`src/source/snowbro2_pkg.sv`:
```
/*
 * Snow Bros 2 main-CPU bus glue, shared definitions.
 * Holds the memory map, the sampled 68000 bus, the region selects,
 * the GP9001 command strobes and the cabinet input layout.
 */
`default_nettype none

package snowbro2_pkg;

    // bus widths
    localparam int addr_w = 24;
    localparam int data_w = 16;

    // memory map
    // rom is a flat range, the rest decode on the address fields
    localparam logic [23:0] region_rom_top = 24'h07FFFF;
    // work ram is 0x10xxxx
    localparam logic [7:0]  region_ram     = 8'h10;
    localparam logic [3:0]  region_gcu     = 4'h3;
    localparam logic [3:0]  region_pal     = 4'h4;
    // i/o needs the middle byte at zero too, i.e. 0x700xxx
    localparam logic [3:0]  region_io      = 4'h7;
    // sound chips, upper 16 bits of the byte address
    localparam logic [15:0] page_ym        = 16'h5000;
    localparam logic [15:0] page_oki       = 16'h6000;

    // i/o page offsets
    localparam logic [11:0] io_jmpr    = 12'h000;
    localparam logic [11:0] io_dswa    = 12'h004;
    localparam logic [11:0] io_dswb    = 12'h008;
    localparam logic [11:0] io_in1     = 12'h00C;
    localparam logic [11:0] io_in2     = 12'h010;
    localparam logic [11:0] io_in3     = 12'h014;
    localparam logic [11:0] io_in4     = 12'h018;
    localparam logic [11:0] io_sys     = 12'h01C;
    localparam logic [11:0] io_okibank = 12'h030;

    // gp9001 register offsets, low address nibble
    localparam logic [3:0] gcu_ptr   = 4'h0;
    localparam logic [3:0] gcu_ram_h = 4'h4;
    localparam logic [3:0] gcu_ram_l = 4'h6;
    localparam logic [3:0] gcu_sel   = 4'h8;
    localparam logic [3:0] gcu_reg   = 4'hC;

    // word-address widths of the two rams
    localparam int ram_aw = 15;
    localparam int pal_aw = 11;

    typedef struct packed {
        logic [3:0]  region;
        logic [7:0]  mid;
        logic [11:0] offset;
    } addr_fields_t;

    // same byte address, flat for ranges, split for region compares
    typedef union packed {
        logic [addr_w-1:0] flat;
        addr_fields_t      fields;
    } bus_addr_u;

    typedef struct packed {
        bus_addr_u         addr;
        logic              rw;
        logic              uds_n;
        logic              lds_n;
        logic              as_n;
        logic [data_w-1:0] wdata;
    } cpu_bus_t;

    typedef struct packed {
        logic rom;
        logic ram;
        logic gcu;
        logic pal;
        logic io;
        logic ym;
        logic oki;
    } sel_t;

    typedef struct packed {
        logic select_reg;
        logic write_reg;
        logic write_ram;
        logic read_ram_h;
        logic read_ram_l;
        logic set_ram_ptr;
    } gcu_op_t;

    // all active high on the cabinet side
    typedef struct packed {
        logic [3:0][9:0] joystick;
        logic [3:0]      start;
        logic [3:0]      coin;
        logic            service;
        logic            test;
        logic [7:0]      dip_a;
        logic [7:0]      dip_b;
        logic [7:0]      dip_c;
    } cabinet_t;

    typedef struct packed {
        logic [data_w-1:0] jmpr;
        logic [data_w-1:0] dswa;
        logic [data_w-1:0] dswb;
        logic [data_w-1:0] in1;
        logic [data_w-1:0] in2;
        logic [data_w-1:0] in3;
        logic [data_w-1:0] in4;
        logic [data_w-1:0] sys;
    } io_words_t;

endpackage

`default_nettype wire

```
`src/source/io_port_words.sv`:
```
/*
 * Cabinet input words for the I/O page.
 * Turns active-high joysticks, buttons and DIPs into the board's
 * active-low byte layout, each byte doubled across the word.
 */
`default_nettype none

module io_port_words (
    input  snowbro2_pkg::cabinet_t  cabinet,
    output snowbro2_pkg::io_words_t words
);

    logic [7:0] p1_byte;
    logic [7:0] p2_byte;
    logic [7:0] p3_byte;
    logic [7:0] p4_byte;
    logic [7:0] sys_lo;

    // player byte: bit 7 always 0, then buttons and directions
    // order is b3 b2 b1 right left down up, all inverted
    function automatic logic [7:0] player_byte(
        input logic [9:0] joy,
        input logic       has_b3
    );
        logic [7:0] b;
        b[7] = 1'b0;
        // third button only wired on players 3 and 4
        b[6] = has_b3 ? ~joy[6] : 1'b0;
        b[5] = ~joy[5];
        b[4] = ~joy[4];
        b[3] = ~joy[0];
        b[2] = ~joy[1];
        b[1] = ~joy[2];
        b[0] = ~joy[3];
        return b;
    endfunction

    always_comb begin
        p1_byte = player_byte(cabinet.joystick[0], 1'b0);
        p2_byte = player_byte(cabinet.joystick[1], 1'b0);
        p3_byte = player_byte(cabinet.joystick[2], 1'b1);
        p4_byte = player_byte(cabinet.joystick[3], 1'b1);
    end

    // system byte
    // starts, coins, test and service, active low
    assign sys_lo = {
        1'b0,
        ~cabinet.start[1],
        ~cabinet.start[0],
        ~cabinet.coin[1],
        ~cabinet.coin[0],
        ~cabinet.test,
        1'b0,
        ~cabinet.service
    };

    always_comb begin
        words.in1  = {2{p1_byte}};
        words.in2  = {2{p2_byte}};
        words.in3  = {2{p3_byte}};
        words.in4  = {2{p4_byte}};
        // dip c shares the word with the system bits
        words.sys  = {cabinet.dip_c, sys_lo};
        words.dswa = {2{cabinet.dip_a}};
        words.dswb = {2{cabinet.dip_b}};
        // jumper word is dip c
        words.jmpr = {2{cabinet.dip_c}};
    end

endmodule

`default_nettype wire

```
`config.mk`:
```
export PLATFORM = sky130hd
export DESIGN_NAME = io_port_words
export DESIGN_NICKNAME = d
export VERILOG_FILES = /design/src/source/snowbro2_pkg.sv /design/src/source/io_port_words.sv
export SDC_FILE = /design/constraint.sdc
export NUM_CORES = 1
export LEC_CHECK = 0
export BUFFER_PORTS_ARGS = -buffer_cell sky130_fd_sc_hd__buf_2
export CELL_PAD_IN_SITES_DETAIL_PLACEMENT = 1
export CELL_PAD_IN_SITES_GLOBAL_PLACEMENT = 2
export CORE_MARGIN = 4
export CORE_UTILIZATION = 10
export DETAILED_ROUTE_END_ITERATION = 12
export GPL_ROUTABILITY_DRIVEN = 0
export PLACE_DENSITY = 0.95
export SYNTH_ARGS = -nofsm -noshare
export SYNTH_HDL_FRONTEND = slang
export SYNTH_SLANG_ARGS = --single-unit
```
`constraint.sdc`:
```
create_clock -name vclk -period 0.8
set_input_delay 0.08 -clock vclk [all_inputs]
set_output_delay 0.08 -clock vclk [all_outputs]
set_load 0.02 [all_outputs]
```
==> results by group <==
Die
  – Num rows: 33
  – Die width: between 90 and 100 microns
  – Die Y: approximately 100 microns
  – Core area: 8217 sq um
  – Die area: 9980 sq um
  – Initial core utilization: approximately 10%
  – Ports: around 200

Synthesis
  – Synth Warn #: 0
  – Synthesized area per cell: between 6 and 7 sq um
  – Area leader, netlist: buf_4
  – Netlist cell types: 3
  – Most frequent cell after synthesis: buf_4
  – Mapped Area: ~840 sq um
  – Post-Syn Instances: 129
  – Register area share after synthesis: 0%
  – Post-synth top cells: buf_4, inv_1, conb_1
  – Synth top area cells: buf_4, inv_1, conb_1
  – Synth top area share: between 80% and 90%

Finish
  – Diode count: 0
  – Post-route cell area: between 700 and 800 sq um
  – Final nets: roughly 210
  – Area delta synth->final: -10.67%
  – Clkbuf count: 0
  – Share of layout cells above drive strength 1: about two thirds
  – Reg area: 0 sq um
  – Seq_cells: 0

Timing
  – Total negative slack: 0 ns
  – Final WS setup: between 0.2 and 0.3 ns
  – Min Tclk post-route: 0.5189 ns
  – Final Cycle Share: 64.86%
  – Maximum clock rate: 1.927 GHz
  – RSZ-0062 raised after global routing: no
  – Final hold violations: 0
  – Fin. max-slew vios: 0
  – Final setup viols: 0

GRT
  – Initial antenna violation count: 0
  – First-pass GRT wire length: roughly 2.5 mm
  – Vias in the first global route: approximately 530
  – Grt total ovfl: 0
  – Met2 usage: ~6.3%
  – Met1 Usage GRT: approximately 1.5%
  – Met3 Usage GRT: roughly 1.8%
  – Largest net degree at the start of global routing: 4
  – Busiest grt layer: met2
  – Gr usage total: slightly above 3%

Pwr
  – Leak: ~0.00057 uW
  – Max VDD drop: 0.00006549 V
  – Power density over the cells: between 700 and 800 nW/um^2

Status
  – Status: finished, final reports clean

Drt
  – DR pass1 iterations: 1
  – Initial DRC Count: 0
  – DRC: 0
  – Via count: around 600
  – Routed len/inst: 8.801 microns
  – Post-route ant nets: 0
  – Routed wire length: between 2 and 2.5 mm
  – Drt via density: between 2 and 3

Place
  – Port bufs: 90
  – Pre-CTS setup slack: between 0.2 and 0.3 ns
  – DP Wirelength: between 2 and 2.5 mm
  – Post-DP Area: roughly 750 sq um

Critical path
  – Critical Path AT: roughly 0.44 ns
  – Critical Path Sink Type: primary output
  – Worst Path Required: slightly above 0.7 ns
  – Worst Path Max Fanout: 2
  – Crit start category: input pin
  – Kind of critical path: input pin to primary output

Clock network
  – Hold_buf cts: 0
  – Post-CTS Setup Repair Bufs: 0
  – Post-cts resize count: 0

Min path
  – Min-Delay Path Class: input pin to primary output

Run
  – Max Cap Violations: 0
==> layout make-up <==
class                      count  area, sq um
timing repair buffer          90        450.4
inverter                      32        120.1
fill                        1048         7462
multi-input combinational     14        52.55
tap                          105        131.4
==> cell usage in the layout, fill, tap and decap left out <==
cell type,count
buf_2,90
conb_1,14
inv_1,32
==> power by group <==
group          leakage (uW)  internal (uW)  total, uW  switching, uW
Clock                     0              0          0              0
Combinational      0.000570            167        531            363
Sequential                0              0          0              0
Total              0.000570            167        531            363
==> metrics by stage <==
| stage | std cells | power (uW) | util [%] | hold slack, ns |
|---|---|---|---|---|
| after floorplan | 142 | 861.2 | - | 0.2366 |
| after global placement | 241 | 530.6 | 9.182 | 0.1602 |
| after detailed placement | 241 | 536.0 | 9.182 | 0.1602 |
| after CTS | 241 | 536.7 | 9.182 | 0.1602 |
| after global routing | 241 | 565.4 | 9.182 | 0.1600 |
| final | 241 | 530.7 | 9.182 | 0.1600 |
==> final timing paths <==
| check | startpoint | end | slack (ns) | cells past startpoint |
|---|---|---|---|---|
| worst min-delay path | cabinet[15] | words[87] | 0.16 | 0 |
| worst max-delay path | cabinet[64] | words[27] | 0.28 | 3 |
==> per-layer routing <==
metal | part of all wire [%] | routed length, microns | up-vias
li1 | - | - | 258
met1 | 15 | 324 | 229
met2 | 47 | 1002 | 104
met3 | 29 | 608 | 26
met4 | 8.7 | 185 | 0
met5 | 0 | 0 | -
==> kinds of logic (layout without fill, tap and decap cells) <==
kind of cell / after synthesis / in the layout / synth area share (%)
other cells: 1 / 14 / 0.4440
buf+inv: 128 / 122 / 99.56
==> worst max-delay path, stage by stage <==
cell   delay (ns)
buf_2        0.09
inv_1        0.09
buf_2        0.17
(Power assumes the default switching activity.)
