File: src/source/snowbro2_pkg.sv
/*
 * Snow Bros 2 main-CPU bus glue, shared definitions.
 * Holds the memory map, the sampled 68000 bus, the region selects,
 * the GP9001 command strobes and the cabinet input layout.
 */
`default_nettype none

package snowbro2_pkg;

    // bus widths
    localparam int addr_w = 24;
    localparam int data_w = 16;

    // memory map
    // rom is a flat range, the rest decode on the address fields
    localparam logic [23:0] region_rom_top = 24'h07FFFF;
    // work ram is 0x10xxxx
    localparam logic [7:0]  region_ram     = 8'h10;
    localparam logic [3:0]  region_gcu     = 4'h3;
    localparam logic [3:0]  region_pal     = 4'h4;
    // i/o needs the middle byte at zero too, i.e. 0x700xxx
    localparam logic [3:0]  region_io      = 4'h7;
    // sound chips, upper 16 bits of the byte address
    localparam logic [15:0] page_ym        = 16'h5000;
    localparam logic [15:0] page_oki       = 16'h6000;

    // i/o page offsets
    localparam logic [11:0] io_jmpr    = 12'h000;
    localparam logic [11:0] io_dswa    = 12'h004;
    localparam logic [11:0] io_dswb    = 12'h008;
    localparam logic [11:0] io_in1     = 12'h00C;
    localparam logic [11:0] io_in2     = 12'h010;
    localparam logic [11:0] io_in3     = 12'h014;
    localparam logic [11:0] io_in4     = 12'h018;
    localparam logic [11:0] io_sys     = 12'h01C;
    localparam logic [11:0] io_okibank = 12'h030;

    // gp9001 register offsets, low address nibble
    localparam logic [3:0] gcu_ptr   = 4'h0;
    localparam logic [3:0] gcu_ram_h = 4'h4;
    localparam logic [3:0] gcu_ram_l = 4'h6;
    localparam logic [3:0] gcu_sel   = 4'h8;
    localparam logic [3:0] gcu_reg   = 4'hC;

    // word-address widths of the two rams
    localparam int ram_aw = 15;
    localparam int pal_aw = 11;

    typedef struct packed {
        logic [3:0]  region;
        logic [7:0]  mid;
        logic [11:0] offset;
    } addr_fields_t;

    // same byte address, flat for ranges, split for region compares
    typedef union packed {
        logic [addr_w-1:0] flat;
        addr_fields_t      fields;
    } bus_addr_u;

    typedef struct packed {
        bus_addr_u         addr;
        logic              rw;
        logic              uds_n;
        logic              lds_n;
        logic              as_n;
        logic [data_w-1:0] wdata;
    } cpu_bus_t;

    typedef struct packed {
        logic rom;
        logic ram;
        logic gcu;
        logic pal;
        logic io;
        logic ym;
        logic oki;
    } sel_t;

    typedef struct packed {
        logic select_reg;
        logic write_reg;
        logic write_ram;
        logic read_ram_h;
        logic read_ram_l;
        logic set_ram_ptr;
    } gcu_op_t;

    // all active high on the cabinet side
    typedef struct packed {
        logic [3:0][9:0] joystick;
        logic [3:0]      start;
        logic [3:0]      coin;
        logic            service;
        logic            test;
        logic [7:0]      dip_a;
        logic [7:0]      dip_b;
        logic [7:0]      dip_c;
    } cabinet_t;

    typedef struct packed {
        logic [data_w-1:0] jmpr;
        logic [data_w-1:0] dswa;
        logic [data_w-1:0] dswb;
        logic [data_w-1:0] in1;
        logic [data_w-1:0] in2;
        logic [data_w-1:0] in3;
        logic [data_w-1:0] in4;
        logic [data_w-1:0] sys;
    } io_words_t;

endpackage

`default_nettype wire

File: src/source/gcu_command.sv
/*
 * GP9001 command strobes and OKI bank latch.
 * A GCU access sets one command level which is held until the
 * GP9001 acknowledges it with no access in progress.
 */
`default_nettype none

module gcu_command (
    input  wire                     CLK96,
    input  wire                     RESET96,
    input  snowbro2_pkg::sel_t      sel,
    input  snowbro2_pkg::cpu_bus_t  cpu_bus,
    input  wire                     gcu_ack,
    output snowbro2_pkg::gcu_op_t   gcu_op,
    output logic                    oki_bank
);

    logic [3:0] nib;
    logic       oki_bank_wr;

    // gp9001 register from the low nibble
    assign nib = cpu_bus.addr.fields.offset[3:0];

    assign oki_bank_wr = sel.io && !cpu_bus.rw
                       && (cpu_bus.addr.fields.offset == snowbro2_pkg::io_okibank);

    always_ff @(posedge CLK96 or posedge RESET96) begin
        if (RESET96) begin
            gcu_op <= '0;
        end else if (sel.gcu && cpu_bus.rw) begin
            // reads, vram high or low half
            case (nib)
                snowbro2_pkg::gcu_ram_h: gcu_op.read_ram_h <= 1'b1;
                snowbro2_pkg::gcu_ram_l: gcu_op.read_ram_l <= 1'b1;
                default: ;
            endcase
        end else if (sel.gcu && !cpu_bus.rw) begin
            // writes
            case (nib)
                snowbro2_pkg::gcu_reg:   gcu_op.write_reg   <= 1'b1;
                snowbro2_pkg::gcu_sel:   gcu_op.select_reg  <= 1'b1;
                snowbro2_pkg::gcu_ram_h,
                snowbro2_pkg::gcu_ram_l: gcu_op.write_ram   <= 1'b1;
                snowbro2_pkg::gcu_ptr:   gcu_op.set_ram_ptr <= 1'b1;
                default: ;
            endcase
        end else if (gcu_ack) begin
            // command taken, drop everything
            gcu_op <= '0;
        end
    end

    // sample bank select, data bit 4
    always_ff @(posedge CLK96 or posedge RESET96) begin
        if (RESET96) begin
            oki_bank <= 1'b0;
        end else if (oki_bank_wr) begin
            oki_bank <= cpu_bus.wdata[4];
        end
    end

endmodule

`default_nettype wire

File: config.mk
export PLATFORM = sky130hd
export DESIGN_NAME = gcu_command
export DESIGN_NICKNAME = d
export VERILOG_FILES = /design/src/source/snowbro2_pkg.sv /design/src/source/gcu_command.sv
export SDC_FILE = /design/constraint.sdc
export NUM_CORES = 1
export LEC_CHECK = 0
export BUFFER_PORTS_ARGS = -buffer_cell sky130_fd_sc_hd__buf_2
export CORE_MARGIN = 4
export CORE_UTILIZATION = 24
export CTS_CLUSTER_DIAMETER = 60
export DETAILED_ROUTE_END_ITERATION = 12
export HOLD_SLACK_MARGIN = 0.02
export MAX_ROUTING_LAYER = met4
export PLACE_DENSITY = 0.79
export SYNTH_ARGS = -nofsm -noshare
export SYNTH_HDL_FRONTEND = slang
export SYNTH_SLANG_ARGS = --single-unit
File: constraint.sdc
create_clock -name CLK96 -period 0.85 [get_ports CLK96]
set_clock_uncertainty 0.2 [all_clocks]
set_input_delay 0.085 -clock CLK96 [delete_from_list [all_inputs] [get_ports CLK96]]
set_output_delay 0.085 -clock CLK96 [all_outputs]
set_load 0.02 [all_outputs]
==> flow_summary.yaml <==
detailed_routing:
  drt_wl_total_microns: 1265
  drc: 0
  drtIter0Drc: 4
  viasPerCell: 4.489
  drtAntennaViolNets: 0
  wl_per_cell_microns: 13.46
  vias: 422
  first_pass_iters: 2
cts:
  cts_made_buffers: 3
  clk_path_buf_depth: 2
  clock_latency_ps: 260
  holdBufCountCts: 1
  cts_tree: "done"
  clk_pin_slew_ps: 60
  clock-root-buffer: "clkbuf_4"
  cts_sinks: 7
  htreeDepth: 1
synth:
  synth_edf_count: 0
  syn_inst: 37
  synth_cell_types: 15
  ys_top_cells_by_area: "dfrtp_1 (46%), nor4b_2 (7.9%), nor2_1 (6.9%)"
  ys_top_cells_by_count: "dfrtp_1 (7), nor2_1 (7), inv_1 (5), a21oi_1 (3), a31oi_1 (3)"
  synth_area_leader_cell: "dfrtp_1"
  synth_top_area_share_pct: 46.05
  syn_avg_cell_area_sq_um: 10.28
  synth_flop_cell: "dfrtp_1"
  ys_seq_elements: 7
  yosysWarnings: 0
  syn-num-nets: 91
  synth-async-reset-ratio_pct: 100.0
  syn_area_sq_um: 380.4
  ys_seq_area_share_pct: 46.05
timing:
  holdWs_ps: -164.2
  final_hold_viol_count: 1
  rsz0062_at_grt: "yes"
  period_minus_slack_ps: 1171
  worst_slew_pin_slew_ps: 299.3
  slew-limit-headroom_pct: 80.01
  timing.final.crit_share_pct: 137.8
  fmax_mhz: 853.9
  worst_slack_ps: -321.1
  setup_viol: 14
  slew_viol_final: 0
placement:
  hpwl_microns: 977.8
  io_buffer_count: 25
  place_area_sq_um: 598.1
  dpl.cell_count: 85
  place_congestion: 0.7492
  dp_slack_ps: -398.5
worst_setup_path:
  cp-end-kind: "primary output"
  critical-path-max-stage-delay_ps: 390
  cp_slowest_cell: "dfrtp_1"
  cp.required_ps: 560
  worst_setup_path_start_kind: "flop"
  path_buf_inv: 2
  cp-startpoint: "oki_bank"
  path_cells: "buf_6 > buf_6"
  critPathKind: "flop to primary output"
  path_common_cell: "buf_6"
  crit_family: "flip-flops"
  rr_startpoint: "gcu_op[0]"
  path_max_fanout: 2
  critPathArrivalTime_ps: 890
floorplanning:
  start_util_pct: 25.25
  rows: 14
  chipWidth_microns: 47.81
  die_area_sq_mm: 0.002286
  fp.dieH_microns: 47.81
  core_area_sq_mm: 0.001506
  ios: 61
power_and_ir_drop:
  p_per_area_mw_per_mm2: 1205
  power.leakage_nw: 0.3719
  max-vdd-ir-drop_mv: 0.5088
  finalPower_w: 0.0009215
grt:
  grt_usage_pct: 13.22
  grt_pass1_wl_microns: 1918
  grt_max_degree: 8
  grt_pass1_vias: 469
  antenna_found_initial: 0
  grt_overflow: 0
layout:
  layout-drive-gt1-share_pct: 73.08
  fin_nets: 133
  nFillCells: 131
  syn_to_final_growth_pct: 101.0
  utilization_pct: 50.75
  diodes: 0
  fin_cells: 94
  finalInstanceArea_sq_um: 764.5
status:
  violations: "negative hold slack, negative setup slack"
  status: "finished, violations left"
min_path:
  hold_path_class: "input port to flop"
  hp-start: "cpu_bus[4]"
flow_run:
  drv_cap: 0
==> state kept, by name, indices dropped and copies added, names as in the netlist <==
signal / flops
gcu_op: 6
oki_bank: 1
==> timing repair <==
item                                    CTS  global route
buffers inserted                          2             2
pin swaps                                 4             4
endpoints found under the hold margin     8             1
gates resized for setup                  18            11
endpoints found under the setup margin   14            14
==> worst paths after layout <==
kind	slack [ps]	end	depth (start not counted)
max	-320	oki_bank	2
min	-160	oki_bank	2
max reg2reg	-180	gcu_op[0]	3
min reg2reg	320	oki_bank	1
max in group asynchronous	120	gcu_op[0]	3
min in group asynchronous	90	oki_bank	3
==> metal layers <==
layer / vias up / part of all wire, % / routed length (microns) / GRT usage, %
met1: 189 / 34 / 428 / 13.18
li1: 215 / - / - / -
met5: - / 0 / 0 / -
met2: 16 / 55 / 702 / 23.22
met3: 2 / 9.1 / 115 / 3.759
met4: 0 / 1.5 / 19 / 6.452
==> through the flow <==
step / hold WS [ps] / TNS [ps]
after floorplan: -311.9 / -604.5
after global placement: -177.4 / -2037
after detailed placement: -163.0 / -2130
after CTS: -170.8 / -2348
after global routing: -148.1 / -2805
final: -164.2 / -2422
==> cell families after synthesis <==
group                  count (synthesis)  share of synthesized area (%)
AND/OR/NAND/NOR                       15                          31.58
flip-flops                             7                          46.05
buffers and inverters                  6                          6.249
multiplexers                           1                          2.960
AO/OA/AOI/OAI                          8                          13.16
==> cell usage in the layout, fill, tap and decap left out, types with 2 or more instances in the layout <==
cell | netlist | routed
buf_4 | 0 | 7
nor2b_1 | 2 | 2
nor4b_4 | 1 | 2
inv_1 | 5 | 3
nor2_1 | 7 | 6
clkbuf_4 | 0 | 3
buf_2 | 1 | 17
a31oi_1 | 3 | 2
a21oi_2 | 0 | 3
dfrtp_1 | 7 | 3
dfrtp_2 | 0 | 4
inv_2 | 0 | 2
buf_6 | 0 | 13
==> where the power goes <==
| group | internal [W] | switching [W] | total [W] |
|---|---|---|---|
| Sequential | 0.000349 | 0.0000118 | 0.000361 |
| Clock | 0.000180 | 0.000140 | 0.000321 |
| Combinational | 0.000133 | 0.000107 | 0.000240 |
==> cell type report <==
class	instances	area [sq um]	share of cell area [%]
clock buffer	4	26.28	3.437
inverter	5	18.77	2.455
multi-input combinational	24	225.2	29.46
sequential	7	180.2	23.57
tap	16	20.02	2.619
timing repair buffer	38	294.0	38.46
(Power assumes the default switching activity.)
