$ cat config.mk
export PLATFORM = sky130hd
export DESIGN_NAME = bus_decoder
export DESIGN_NICKNAME = d
export VERILOG_FILES = /design/src/source/snowbro2_pkg.sv /design/src/source/bus_decoder.sv
export SDC_FILE = /design/constraint.sdc
export NUM_CORES = 1
export LEC_CHECK = 0
export BUFFER_PORTS_ARGS = -buffer_cell sky130_fd_sc_hd__buf_4
export CORE_UTILIZATION = 40
export DETAILED_ROUTE_END_ITERATION = 10
export GPL_TIMING_DRIVEN = 0
export PLACE_DENSITY = 0.88
export RECOVER_POWER = 100
export SYNTH_ARGS = -nofsm -noshare
export SYNTH_HDL_FRONTEND = slang
export SYNTH_SLANG_ARGS = --single-unit
export TNS_END_PERCENT = 50
$ cat constraint.sdc
create_clock -name CLK96 -period 1.2 [get_ports CLK96]
set_input_delay 0.24 -clock CLK96 [delete_from_list [all_inputs] [get_ports CLK96]]
set_output_delay 0.24 -clock CLK96 [all_outputs]
set_load 0.03 [all_outputs]
$ cat src/source/snowbro2_pkg.sv
/*
 * Snow Bros 2 main-CPU bus glue, shared definitions.
 * Holds the memory map, the sampled 68000 bus, the region selects,
 * the GP9001 command strobes and the cabinet input layout.
 */
`default_nettype none

package snowbro2_pkg;

    // bus widths
    localparam int addr_w = 24;
    localparam int data_w = 16;

    // memory map
    // rom is a flat range, the rest decode on the address fields
    localparam logic [23:0] region_rom_top = 24'h07FFFF;
    // work ram is 0x10xxxx
    localparam logic [7:0]  region_ram     = 8'h10;
    localparam logic [3:0]  region_gcu     = 4'h3;
    localparam logic [3:0]  region_pal     = 4'h4;
    // i/o needs the middle byte at zero too, i.e. 0x700xxx
    localparam logic [3:0]  region_io      = 4'h7;
    // sound chips, upper 16 bits of the byte address
    localparam logic [15:0] page_ym        = 16'h5000;
    localparam logic [15:0] page_oki       = 16'h6000;

    // i/o page offsets
    localparam logic [11:0] io_jmpr    = 12'h000;
    localparam logic [11:0] io_dswa    = 12'h004;
    localparam logic [11:0] io_dswb    = 12'h008;
    localparam logic [11:0] io_in1     = 12'h00C;
    localparam logic [11:0] io_in2     = 12'h010;
    localparam logic [11:0] io_in3     = 12'h014;
    localparam logic [11:0] io_in4     = 12'h018;
    localparam logic [11:0] io_sys     = 12'h01C;
    localparam logic [11:0] io_okibank = 12'h030;

    // gp9001 register offsets, low address nibble
    localparam logic [3:0] gcu_ptr   = 4'h0;
    localparam logic [3:0] gcu_ram_h = 4'h4;
    localparam logic [3:0] gcu_ram_l = 4'h6;
    localparam logic [3:0] gcu_sel   = 4'h8;
    localparam logic [3:0] gcu_reg   = 4'hC;

    // word-address widths of the two rams
    localparam int ram_aw = 15;
    localparam int pal_aw = 11;

    typedef struct packed {
        logic [3:0]  region;
        logic [7:0]  mid;
        logic [11:0] offset;
    } addr_fields_t;

    // same byte address, flat for ranges, split for region compares
    typedef union packed {
        logic [addr_w-1:0] flat;
        addr_fields_t      fields;
    } bus_addr_u;

    typedef struct packed {
        bus_addr_u         addr;
        logic              rw;
        logic              uds_n;
        logic              lds_n;
        logic              as_n;
        logic [data_w-1:0] wdata;
    } cpu_bus_t;

    typedef struct packed {
        logic rom;
        logic ram;
        logic gcu;
        logic pal;
        logic io;
        logic ym;
        logic oki;
    } sel_t;

    typedef struct packed {
        logic select_reg;
        logic write_reg;
        logic write_ram;
        logic read_ram_h;
        logic read_ram_l;
        logic set_ram_ptr;
    } gcu_op_t;

    // all active high on the cabinet side
    typedef struct packed {
        logic [3:0][9:0] joystick;
        logic [3:0]      start;
        logic [3:0]      coin;
        logic            service;
        logic            test;
        logic [7:0]      dip_a;
        logic [7:0]      dip_b;
        logic [7:0]      dip_c;
    } cabinet_t;

    typedef struct packed {
        logic [data_w-1:0] jmpr;
        logic [data_w-1:0] dswa;
        logic [data_w-1:0] dswb;
        logic [data_w-1:0] in1;
        logic [data_w-1:0] in2;
        logic [data_w-1:0] in3;
        logic [data_w-1:0] in4;
        logic [data_w-1:0] sys;
    } io_words_t;

endpackage

`default_nettype wire

$ cat src/source/bus_decoder.sv
/*
 * Bus decoder.
 * Samples the 68000 bus on CLK96 and registers one select per
 * memory region, plus the program ROM word address.
 */
`default_nettype none

module bus_decoder (
    input  wire                         CLK96,
    input  wire                         RESET96,
    input  snowbro2_pkg::cpu_bus_t      cpu_bus,
    output snowbro2_pkg::sel_t          sel,
    output logic [18:0]                 prg_addr
);

    snowbro2_pkg::sel_t hit;
    snowbro2_pkg::bus_addr_u a;

    assign a = cpu_bus.addr;

    // region compares, only meaningful with the address strobe down
    always_comb begin
        hit = '0;
        if (!cpu_bus.as_n) begin
            // program rom, 0x000000-0x07ffff
            hit.rom = a.flat <= snowbro2_pkg::region_rom_top;
            // work ram, upper byte 0x10
            hit.ram = {a.fields.region, a.fields.mid[7:4]} == snowbro2_pkg::region_ram;
            // gp9001 at 0x3xxxxx
            hit.gcu = a.fields.region == snowbro2_pkg::region_gcu;
            // palette at 0x4xxxxx
            hit.pal = a.fields.region == snowbro2_pkg::region_pal;
            // i/o page, 0x700xxx only
            hit.io  = (a.fields.region == snowbro2_pkg::region_io)
                    && (a.fields.mid == 8'h00);
            // sound chips, 256-byte pages
            hit.ym  = a.flat[23:8] == snowbro2_pkg::page_ym;
            hit.oki = a.flat[23:8] == snowbro2_pkg::page_oki;
        end
    end

    // selects drop one cycle after as_n goes back high
    always_ff @(posedge CLK96 or posedge RESET96) begin
        if (RESET96) begin
            sel <= '0;
        end else begin
            sel <= hit;
        end
    end

    // rom word address
    // only follows the bus during an access
    always_ff @(posedge CLK96) begin
        if (!cpu_bus.as_n) begin
            prg_addr <= a.flat[19:1];
        end
    end

endmodule

`default_nettype wire

==> impl_metrics.csv <==
group,metric,value,unit
status,status,"completed",
synth,count_of_yosys_warnings_during_synthesis,0,
routing,drtAntennaViolNets,0,
timing,setup_viol,0,
synth,synth_commonest_cells,"sky130_fd_sc_hd__edfxtp_1 (19), sky130_fd_sc_hd__dfrtp_1 (7)",
routing,routedLengthMet1,660,um
finish,final_net_count,148,
floorplanning,die-area,2350,um^2
synth,synth.area.top_cells,"sky130_fd_sc_hd__edfxtp_1 (66%), sky130_fd_sc_hd__dfrtp_1 (20%), sky130_fd_sc_hd__nor4b_2 (3.5%)",
finish,final_util,62.1,%
worst_setup_path,end_kind,"output pin",
hold_path,worst_hold_path_type,"primary input to flop",
grt,aggregate_global_route_resource_usage,18.0,%
floorplanning,placementRows,16,
worst_setup_path,worst-path-buf-inv,1,
timing,finalWorstPathRequiredPeriod,1.14,ns
routing,routed-wl-met2,986,um
synth,syn_inst_count,45,
timing,worst-slew-pin-transition,0.655,ns
finish,final_cell_area,1240,um^2
floorplanning,start_util,43.2,%
grt,grt_antenna_before_repair,0,
clocking,cts_made_buffers,3,
run,drv_cap,0,
timing,worst_slack,0.0627,ns
placement,gpl.final_weighted_congestion,0.833,
placement,dpl-instance-area,1280,um^2
grt,grt_remaining_overflow,0,
worst_setup_path,crit_arrival,0.90,ns
routing,route.detailed.vias_per_inst,4.77,
worst_setup_path,cp_max_fo,1,
timing,rsz0062_at_grt,"false",
worst_setup_path,critical_path_cell_by_cell,"clkbuf_4",
routing,met3RoutedLength,179,um
grt,grt_pass1_vias,600,
routing,first_pass_iters,4,
finish,drive_above_1_share,46.5,%
synth,yosysUniqueCellTypes,11,
timing,maxSlewHeadroom,56.3,%
worst_setup_path,critical-path-slowest-cell,"sky130_fd_sc_hd__edfxtp_1",
worst_setup_path,critPathTopFamily,"flip-flops",
worst_setup_path,critical-path-max-stage-delay,0.40,ns
routing,top_signal_layer_used,"met4",
timing,slew_violations,0,
synth,seq_cells_post_synth,26,
synth,synthesis.nets,91,
clocking,cts.path.max_buffers,2,
timing,timing.fmax,0.879,GHz
grt,grt_pass1_wl,2990,um
placement,dp_hpwl,1470,um
worst_setup_path,critPathLaunchType,"flop",
synth,async_reset_ff_share,26.9,%
timing,final_critical_path_share_of_the_clock_period,94.8,%
worst_setup_path,criticalPathCategory,"flop to output pin",
placement,place_ws,-0.0806,ns
routing,avgRoutedWirePerCell,14.5,um
timing,timing.final.hold_violations,0,
placement,placement.io_buffers,51,
clocking,cts_root_buffer,"sky130_fd_sc_hd__clkbuf_4",
synth,synthesis.area,865,um^2
timing,setup_total_negative_slack,0,ns
routing,vias,611,
synth,synth.avg_cell_area,19.2,um^2
routing,drc_errors,0,
synth,top_cell_type_s_share_of_synthesized_area,66.0,%
power,power_density,1390,nW/um^2
clocking,cts.sinks,26,
clocking,clkTransAtPathRegs,0.13,ns
clocking,h-tree-depth,1,
power,vdd.ir_drop.worst,0.716,mV
synth,synth_enable_flop_cells,19,
floorplanning,num_io_pins,72,
power,power.static_leakage,0.542,nW
clocking,cts.repair_timing.setup_buffer_count,0,
synth,ys.flop_type,"sky130_fd_sc_hd__edfxtp_1",
routing,totalWireLength,1860,um
finish,layout-area-overhead-vs-synth,43.8,%
routing,drt-initial-drc-count,9,
synth,synth_top_cell_by_area,"sky130_fd_sc_hd__edfxtp_1",
finish,antenna-diode-count,0,
synth,yosysSeqAreaShare,86.3,%
grt,grt_start_max_net_pins,20,
worst_setup_path,required,0.96,ns
floorplanning,chipWidth,48.5,um
power,finalPower,0.00173,W
clocking,cts_tree,"built",
floorplanning,fp.dieH,48.5,um
synth,post-synth-top-count-cell,"sky130_fd_sc_hd__edfxtp_1",
floorplanning,coreArea,2000,um^2
## state kept, by name (all words and copies together), names as in the netlist
register and cells:
sel 7, prg_addr 19
## power breakdown
part           total, W  internal (W)  switching [W]
Sequential      0.00104       0.00102      0.0000131
Clock          0.000427      0.000185       0.000242
Combinational  0.000263     0.0000922       0.000171
## repair_timing
action | in CTS | in global routing
endpoints found under the setup margin | 0 | 0
hold buffers | 1 | 0
resized for setup | 0 | 0
hold endpoints to repair | 7 | 0
## cells by family (layout without fill, tap and decap cells)
family	after synthesis	after routing	synth area share, %
DFF	26	26	86.3
and+or+nand+nor	16	16	12.4
buffers and inverters	3	59	1.30
## through the flow
step	instances	hold WS, ns
2_1_floorplan	45	0.0434
3_3_place_gp	123	0.174
3_5_place_dp	123	0.187
4_1_cts	128	0.0886
5_1_grt	128	0.0946
6_report	128	0.117
## layer usage
metal	track usage [%]	vias to the layer above
met3	5.66	4
met5	0	-
met1	19.4	273
li1	-	286
met4	8.82	0
met2	31.7	48
## cell type report
| class | instances | area [um^2] |
|---|---|---|
| Multi-Input combinational cell | 16 | 95.1 |
| Timing Repair Buffer | 52 | 322 |
| Inverter | 3 | 11.3 |
| Sequential cell | 26 | 746 |
| Clock buffer | 4 | 36.3 |
| Tap cell | 27 | 33.8 |
| Fill cell | 165 | 758 |
## path summary, 6_finish.rpt
path | to | start | slack (ns) | cells after the start
max | prg_addr[0] | prg_addr[0] | 0.06 | 1
min | sel[0] | cpu_bus[40] | 0.12 | 2
max in group asynchronous | sel[3] | RESET96 | 0.59 | 3
min in group asynchronous | sel[1] | RESET96 | 0.39 | 3
## cells in the final DEF (no fill, tap or decap), types with 2 or more instances in the layout
| master | instances |
|---|---|
| sky130_fd_sc_hd__buf_2 | 11 |
| sky130_fd_sc_hd__buf_4 | 11 |
| sky130_fd_sc_hd__clkbuf_1 | 9 |
| sky130_fd_sc_hd__clkbuf_2 | 4 |
| sky130_fd_sc_hd__clkbuf_4 | 19 |
| sky130_fd_sc_hd__dfrtp_1 | 7 |
| sky130_fd_sc_hd__edfxtp_1 | 19 |
| sky130_fd_sc_hd__inv_1 | 3 |
| sky130_fd_sc_hd__nand2_1 | 3 |
| sky130_fd_sc_hd__nor2_1 | 2 |
| sky130_fd_sc_hd__nor3_1 | 3 |
| sky130_fd_sc_hd__nor4_1 | 4 |
No activity file was read; power rests on OpenSTA's default activity.
