### src/source/snowbro2_pkg.sv
/*
 * Snow Bros 2 main-CPU bus glue, shared definitions.
 * Holds the memory map, the sampled 68000 bus, the region selects,
 * the GP9001 command strobes and the cabinet input layout.
 */
`default_nettype none

package snowbro2_pkg;

    // bus widths
    localparam int addr_w = 24;
    localparam int data_w = 16;

    // memory map
    // rom is a flat range, the rest decode on the address fields
    localparam logic [23:0] region_rom_top = 24'h07FFFF;
    // work ram is 0x10xxxx
    localparam logic [7:0]  region_ram     = 8'h10;
    localparam logic [3:0]  region_gcu     = 4'h3;
    localparam logic [3:0]  region_pal     = 4'h4;
    // i/o needs the middle byte at zero too, i.e. 0x700xxx
    localparam logic [3:0]  region_io      = 4'h7;
    // sound chips, upper 16 bits of the byte address
    localparam logic [15:0] page_ym        = 16'h5000;
    localparam logic [15:0] page_oki       = 16'h6000;

    // i/o page offsets
    localparam logic [11:0] io_jmpr    = 12'h000;
    localparam logic [11:0] io_dswa    = 12'h004;
    localparam logic [11:0] io_dswb    = 12'h008;
    localparam logic [11:0] io_in1     = 12'h00C;
    localparam logic [11:0] io_in2     = 12'h010;
    localparam logic [11:0] io_in3     = 12'h014;
    localparam logic [11:0] io_in4     = 12'h018;
    localparam logic [11:0] io_sys     = 12'h01C;
    localparam logic [11:0] io_okibank = 12'h030;

    // gp9001 register offsets, low address nibble
    localparam logic [3:0] gcu_ptr   = 4'h0;
    localparam logic [3:0] gcu_ram_h = 4'h4;
    localparam logic [3:0] gcu_ram_l = 4'h6;
    localparam logic [3:0] gcu_sel   = 4'h8;
    localparam logic [3:0] gcu_reg   = 4'hC;

    // word-address widths of the two rams
    localparam int ram_aw = 15;
    localparam int pal_aw = 11;

    typedef struct packed {
        logic [3:0]  region;
        logic [7:0]  mid;
        logic [11:0] offset;
    } addr_fields_t;

    // same byte address, flat for ranges, split for region compares
    typedef union packed {
        logic [addr_w-1:0] flat;
        addr_fields_t      fields;
    } bus_addr_u;

    typedef struct packed {
        bus_addr_u         addr;
        logic              rw;
        logic              uds_n;
        logic              lds_n;
        logic              as_n;
        logic [data_w-1:0] wdata;
    } cpu_bus_t;

    typedef struct packed {
        logic rom;
        logic ram;
        logic gcu;
        logic pal;
        logic io;
        logic ym;
        logic oki;
    } sel_t;

    typedef struct packed {
        logic select_reg;
        logic write_reg;
        logic write_ram;
        logic read_ram_h;
        logic read_ram_l;
        logic set_ram_ptr;
    } gcu_op_t;

    // all active high on the cabinet side
    typedef struct packed {
        logic [3:0][9:0] joystick;
        logic [3:0]      start;
        logic [3:0]      coin;
        logic            service;
        logic            test;
        logic [7:0]      dip_a;
        logic [7:0]      dip_b;
        logic [7:0]      dip_c;
    } cabinet_t;

    typedef struct packed {
        logic [data_w-1:0] jmpr;
        logic [data_w-1:0] dswa;
        logic [data_w-1:0] dswb;
        logic [data_w-1:0] in1;
        logic [data_w-1:0] in2;
        logic [data_w-1:0] in3;
        logic [data_w-1:0] in4;
        logic [data_w-1:0] sys;
    } io_words_t;

endpackage

`default_nettype wire

### src/source/read_data_mux.sv
/*
 * CPU read data mux.
 * Registers the word returned to the 68000 from the active select,
 * one cycle after the selects.
 */
`default_nettype none

module read_data_mux (
    input  wire                      CLK96,
    input  wire                      RESET96,
    input  snowbro2_pkg::sel_t       sel,
    input  snowbro2_pkg::cpu_bus_t   cpu_bus,
    input  wire  [15:0]              gcu_data,
    input  wire  [15:0]              prg_data,
    input  wire  [15:0]              ram_q,
    input  wire  [15:0]              pal_q,
    input  snowbro2_pkg::io_words_t  io_words,
    input  wire  [7:0]               oki_dout,
    input  wire  [7:0]               ym_dout,
    output logic [15:0]              rd_data
);

    logic [15:0] io_word;
    logic        rd;

    assign rd = cpu_bus.rw;

    // i/o page offset decode
    always_comb begin
        case (cpu_bus.addr.fields.offset)
            snowbro2_pkg::io_jmpr: io_word = io_words.jmpr;
            snowbro2_pkg::io_dswa: io_word = io_words.dswa;
            snowbro2_pkg::io_dswb: io_word = io_words.dswb;
            snowbro2_pkg::io_in1:  io_word = io_words.in1;
            snowbro2_pkg::io_in2:  io_word = io_words.in2;
            snowbro2_pkg::io_in3:  io_word = io_words.in3;
            snowbro2_pkg::io_in4:  io_word = io_words.in4;
            snowbro2_pkg::io_sys:  io_word = io_words.sys;
            // unmapped offsets read back zero
            default:               io_word = 16'h0000;
        endcase
    end

    // priority order, gcu first
    // rom does not look at rw
    always_ff @(posedge CLK96 or posedge RESET96) begin
        if (RESET96) begin
            rd_data <= 16'h0000;
        end else if (sel.gcu && rd) begin
            rd_data <= gcu_data;
        end else if (sel.rom) begin
            rd_data <= prg_data;
        end else if (sel.ram && rd) begin
            rd_data <= ram_q;
        end else if (sel.pal && rd) begin
            rd_data <= pal_q;
        end else if (sel.io && rd) begin
            rd_data <= io_word;
        end else if (sel.oki && rd) begin
            // 8-bit chips show up on both lanes
            rd_data <= {2{oki_dout}};
        end else if (sel.ym && rd) begin
            rd_data <= {2{ym_dout}};
        end else begin
            rd_data <= 16'h0000;
        end
    end

endmodule

`default_nettype wire

### config.mk
export PLATFORM = sky130hd
export DESIGN_NAME = read_data_mux
export DESIGN_NICKNAME = d
export VERILOG_FILES = /design/src/source/snowbro2_pkg.sv /design/src/source/read_data_mux.sv
export SDC_FILE = /design/constraint.sdc
export NUM_CORES = 1
export LEC_CHECK = 0
export BUFFER_PORTS_ARGS = -buffer_cell sky130_fd_sc_hd__buf_2
export CELL_PAD_IN_SITES_DETAIL_PLACEMENT = 1
export CELL_PAD_IN_SITES_GLOBAL_PLACEMENT = 2
export CORE_MARGIN = 10
export CORE_UTILIZATION = 16
export DETAILED_ROUTE_END_ITERATION = 12
export PLACE_DENSITY_LB_ADDON = 0.1
export SYNTH_ARGS = -nofsm -noshare
export SYNTH_HDL_FRONTEND = slang
export SYNTH_SLANG_ARGS = --single-unit
export TNS_END_PERCENT = 5
### constraint.sdc
create_clock -name CLK96 -period 0.8 [get_ports CLK96]
set_clock_uncertainty 0.1 [all_clocks]
set_input_delay 0.16 -clock CLK96 [delete_from_list [all_inputs] [get_ports CLK96]]
set_output_delay 0.16 -clock CLK96 [all_outputs]
set_load 0.01 [all_outputs]
==> impl_metrics.ini <==
[yosys]
seq_area_frac_synth_pct = 16.6
synth_edf_count = 0
synth_nets = 498
postSynth.asyncResetShare_pct = 100
ys_warn_count = 0
synth_top_area_share_pct = 28.1
ys_ff_latch = 16
ys_types = 33
synth_ff_type = dfrtp_1
netlist_top_cells_area = mux4_2 28%, dfrtp_1 17%, a22oi_1 10%, a21o_1 5.0%, nor2_1 5.0%
yosysTopAreaCell = mux4_2
netlist_area_sq_um = 2410
syn_avg_cell_area_sq_um = 10.2
syn_inst = 237

[cts]
cts_tree = built
max-clock-path-buffers = 2
cts.sinks = 16
root_buffer = clkbuf_16
numCtsBuffers = 3
clk_pin_slew_ns = 0.05
htree_num_levels = 1

[sta]
timing.fmax_ghz = 0.665
relSlewSlack_pct = 62.3
fin_setup_tns_ns = -13.42
period_share_pct = 188
worst_pin_slew_ns = 0.564
fin_ws_ns = -0.704
fin_crit_ns = 1.50
rsz0062_at_grt = true
hold_ws_ns = 0.180
timing_hold_violations_final = 0
setup_viol = 32
drv_slew = 0

[floorplan]
die_area_sq_um = 20300
die_w_um = 143
initial_utilization_pct = 16.4
dieHeight_um = 143
core_sq_um = 14600
placementRows = 44
ios = 277

[placed_design]
hpwl_mm = 13.7
placed_area_sq_um = 4160
io_buffers = 245
gp_congestion = 0.767

[final_layout]
drive_gt1_share_pct = 71.8
top_register = rd_data
final_cell_area_sq_um = 4500
utilization_pct = 30.7
fin_nets = 774
area_delta_synth_final_pct = 86.8
largest_reg_flops = 16
top_regs = rd_data x16

[detailed_routing]
drt_iter0_drc = 71
via_per_inst = 4.54
drt-pass1-iter-count = 4
vias = 3167
routed_wirelength_mm = 15.2
drc = 0
wire_per_inst_um = 21.8
detail-route-antenna-nets = 0

[worst_setup_path]
cp_slowest_cell = mux4_2
arrival_ns = 1.54
cpPeakStageDelay_ns = 0.51
end_kind = flip-flop
crit_fanout = 8
critical_path.startpoint_type = input pin
cp_cell_sequence = buf_8, buf_12, buf_12, mux4_2, a22oi_2, o21ai_2, a21o_1
crit_top_cell = buf_12
required_ns = 0.83
worstSetupPathType = input pin to flip-flop

[power_and_ir_drop]
max-vdd-ir-drop_uv = 523
p_switching_mw = 1.25
p_int_mw = 2.86
p_seq_share_pct = 23.5
p_leak_nw = 2.17
p_per_area_nw_per_um2 = 913
p_sw_share_pct = 30.4
clkPwrFrac_pct = 23.1
p_comb_share_pct = 53.3

[min_path]
hold_end = rd_data[3]
whs_path_depth = 4
holdCritPathClass = input pin to flip-flop
hp-start = gcu_data[3]

[global_routing]
grt_pass1_wl_mm = 22.8
grt_pass1_vias = 3964
antenna_found_initial = 4
grt_use_total_pct = 14.5
grt-ovfl-total = 0
grt_start_max_net_pins = 31

[status]
failed_checks = setup timing
status = finished with violations

[run]
cap_viol_max_count = 0
## how the worst max path moves through the flow
stage | startpoint | to | slack, ns
floorplan | cpu_bus[22] | rd_data[0] | -0.70
CTS | cpu_bus[22] | rd_data[6] | -0.73
detailed placement | sel[0] | rd_data[13] | -1.44
global placement | sel[0] | rd_data[13] | -1.44
global route | cpu_bus[22] | rd_data[6] | -0.75
finish | cpu_bus[22] | rd_data[6] | -0.70
## cell usage after synthesis (2+ instances only)
cell type   n
a21o_1     16
a21oi_1    16
a221oi_1    8
a22oi_1    32
and2b_1     2
and2b_2    12
and3b_1     2
buf_12      2
buf_2       5
buf_4       2
clkbuf_1    6
clkbuf_8    3
dfrtp_1    16
mux4_1      2
mux4_2     30
nand2_1     2
nor2_1     32
nor2b_1     2
nor3_1     17
nor4b_2     2
o21ai_1    16
## critical path, delay by kind of cell
kind,cells,cell delay (ns)
compound gates,3,0.51
buf+inv,3,0.35
mux,1,0.51
## metrics by stage
| step | setup WS, ns | instances | power, mW |
|---|---|---|---|
| 2_1_floorplan | -0.697 | 237 | 1.86 |
| 3_3_place_gp | -1.44 | 684 | 3.02 |
| 3_5_place_dp | -1.44 | 684 | 3.03 |
| 4_1_cts | -0.733 | 695 | 4.17 |
| 5_1_grt | -0.753 | 697 | 4.37 |
| 6_report | -0.704 | 697 | 4.11 |
## cells in the final DEF, fill, tap and decap left out
| master | n |
|---|---|
| buf_2 | 238 |
| nor2_1 | 32 |
| mux4_2 | 32 |
| buf_4 | 29 |
| buf_12 | 19 |
| nor3_1 | 17 |
| a22oi_2 | 16 |
| a22oi_1 | 16 |
| a21oi_1 | 16 |
| a21o_1 | 16 |
| dfrtp_1 | 16 |
| o21ai_1 | 14 |
| and2b_2 | 12 |
| a221oi_1 | 6 |
| buf_6 | 6 |
| clkbuf_16 | 3 |
| diode_2 | 2 |
| nor2b_1 | 2 |
| nand2_1 | 2 |
| nor4b_2 | 2 |
| a221oi_2 | 2 |
| o21ai_2 | 2 |
| and2b_1 | 2 |
| o21a_1 | 1 |
| nor4_4 | 1 |
| nor4b_4 | 1 |
| nand3_2 | 1 |
| nor4bb_4 | 1 |
| and3b_2 | 1 |
| and2_1 | 1 |
| and3b_1 | 1 |
| inv_1 | 1 |
| dlygate4sd3_1 | 1 |
| buf_8 | 1 |
## cells by family (layout without fill, tap and decap cells)
| group | Yosys count | after routing | share of synthesized area (%) |
|---|---|---|---|
| flops | 16 | 16 | 16.6 |
| compound gates | 89 | 89 | 24.9 |
| buf+inv | 24 | 298 | 8.94 |
| mux | 32 | 32 | 30.3 |
| other cells | 0 | 2 | 0 |
| simple gates | 76 | 76 | 19.3 |
## routing by layer
metal  GRT usage (%)  part of all wire (%)
met1            16.0                    40
met2            25.2                    48
met3            6.93                    11
met4            2.17                  0.99
met5               0                  0.18
## power by group through the flow
stage	Sequential, mW	Combinational [mW]	Clock [mW]
5_1_grt	0.973	2.40	1.00
3_3_place_gp	0.977	2.04	0
4_1_cts	0.966	2.22	0.986
3_5_place_dp	0.973	2.05	0
6_report	0.966	2.19	0.950
2_1_floorplan	0.993	0.866	0
## layout make-up
| type | count | area (sq um) |
|---|---|---|
| inverters | 1 | 3.75 |
| repair buffers | 294 | 1880 |
| well taps | 184 | 230 |
| diodes | 2 | 5.00 |
| fillers | 1768 | 10100 |
| clock buffers | 3 | 75.1 |
| flip-flops and latches | 16 | 400 |
| multi-input cells | 197 | 1900 |
## what timing repair did
| item | CTS | global route |
|---|---|---|
| pin swaps | 8 | 2 |
| gates resized for setup | 31 | 5 |
| setup buffers | 7 | 0 |
| gates cloned | 0 | 0 |
| endpoints found under the setup margin | 32 | 32 |
| hold buffers | 1 | 0 |
| hold endpoints to repair | 16 | 0 |
Note: power is estimated with default switching activity, not from simulation.
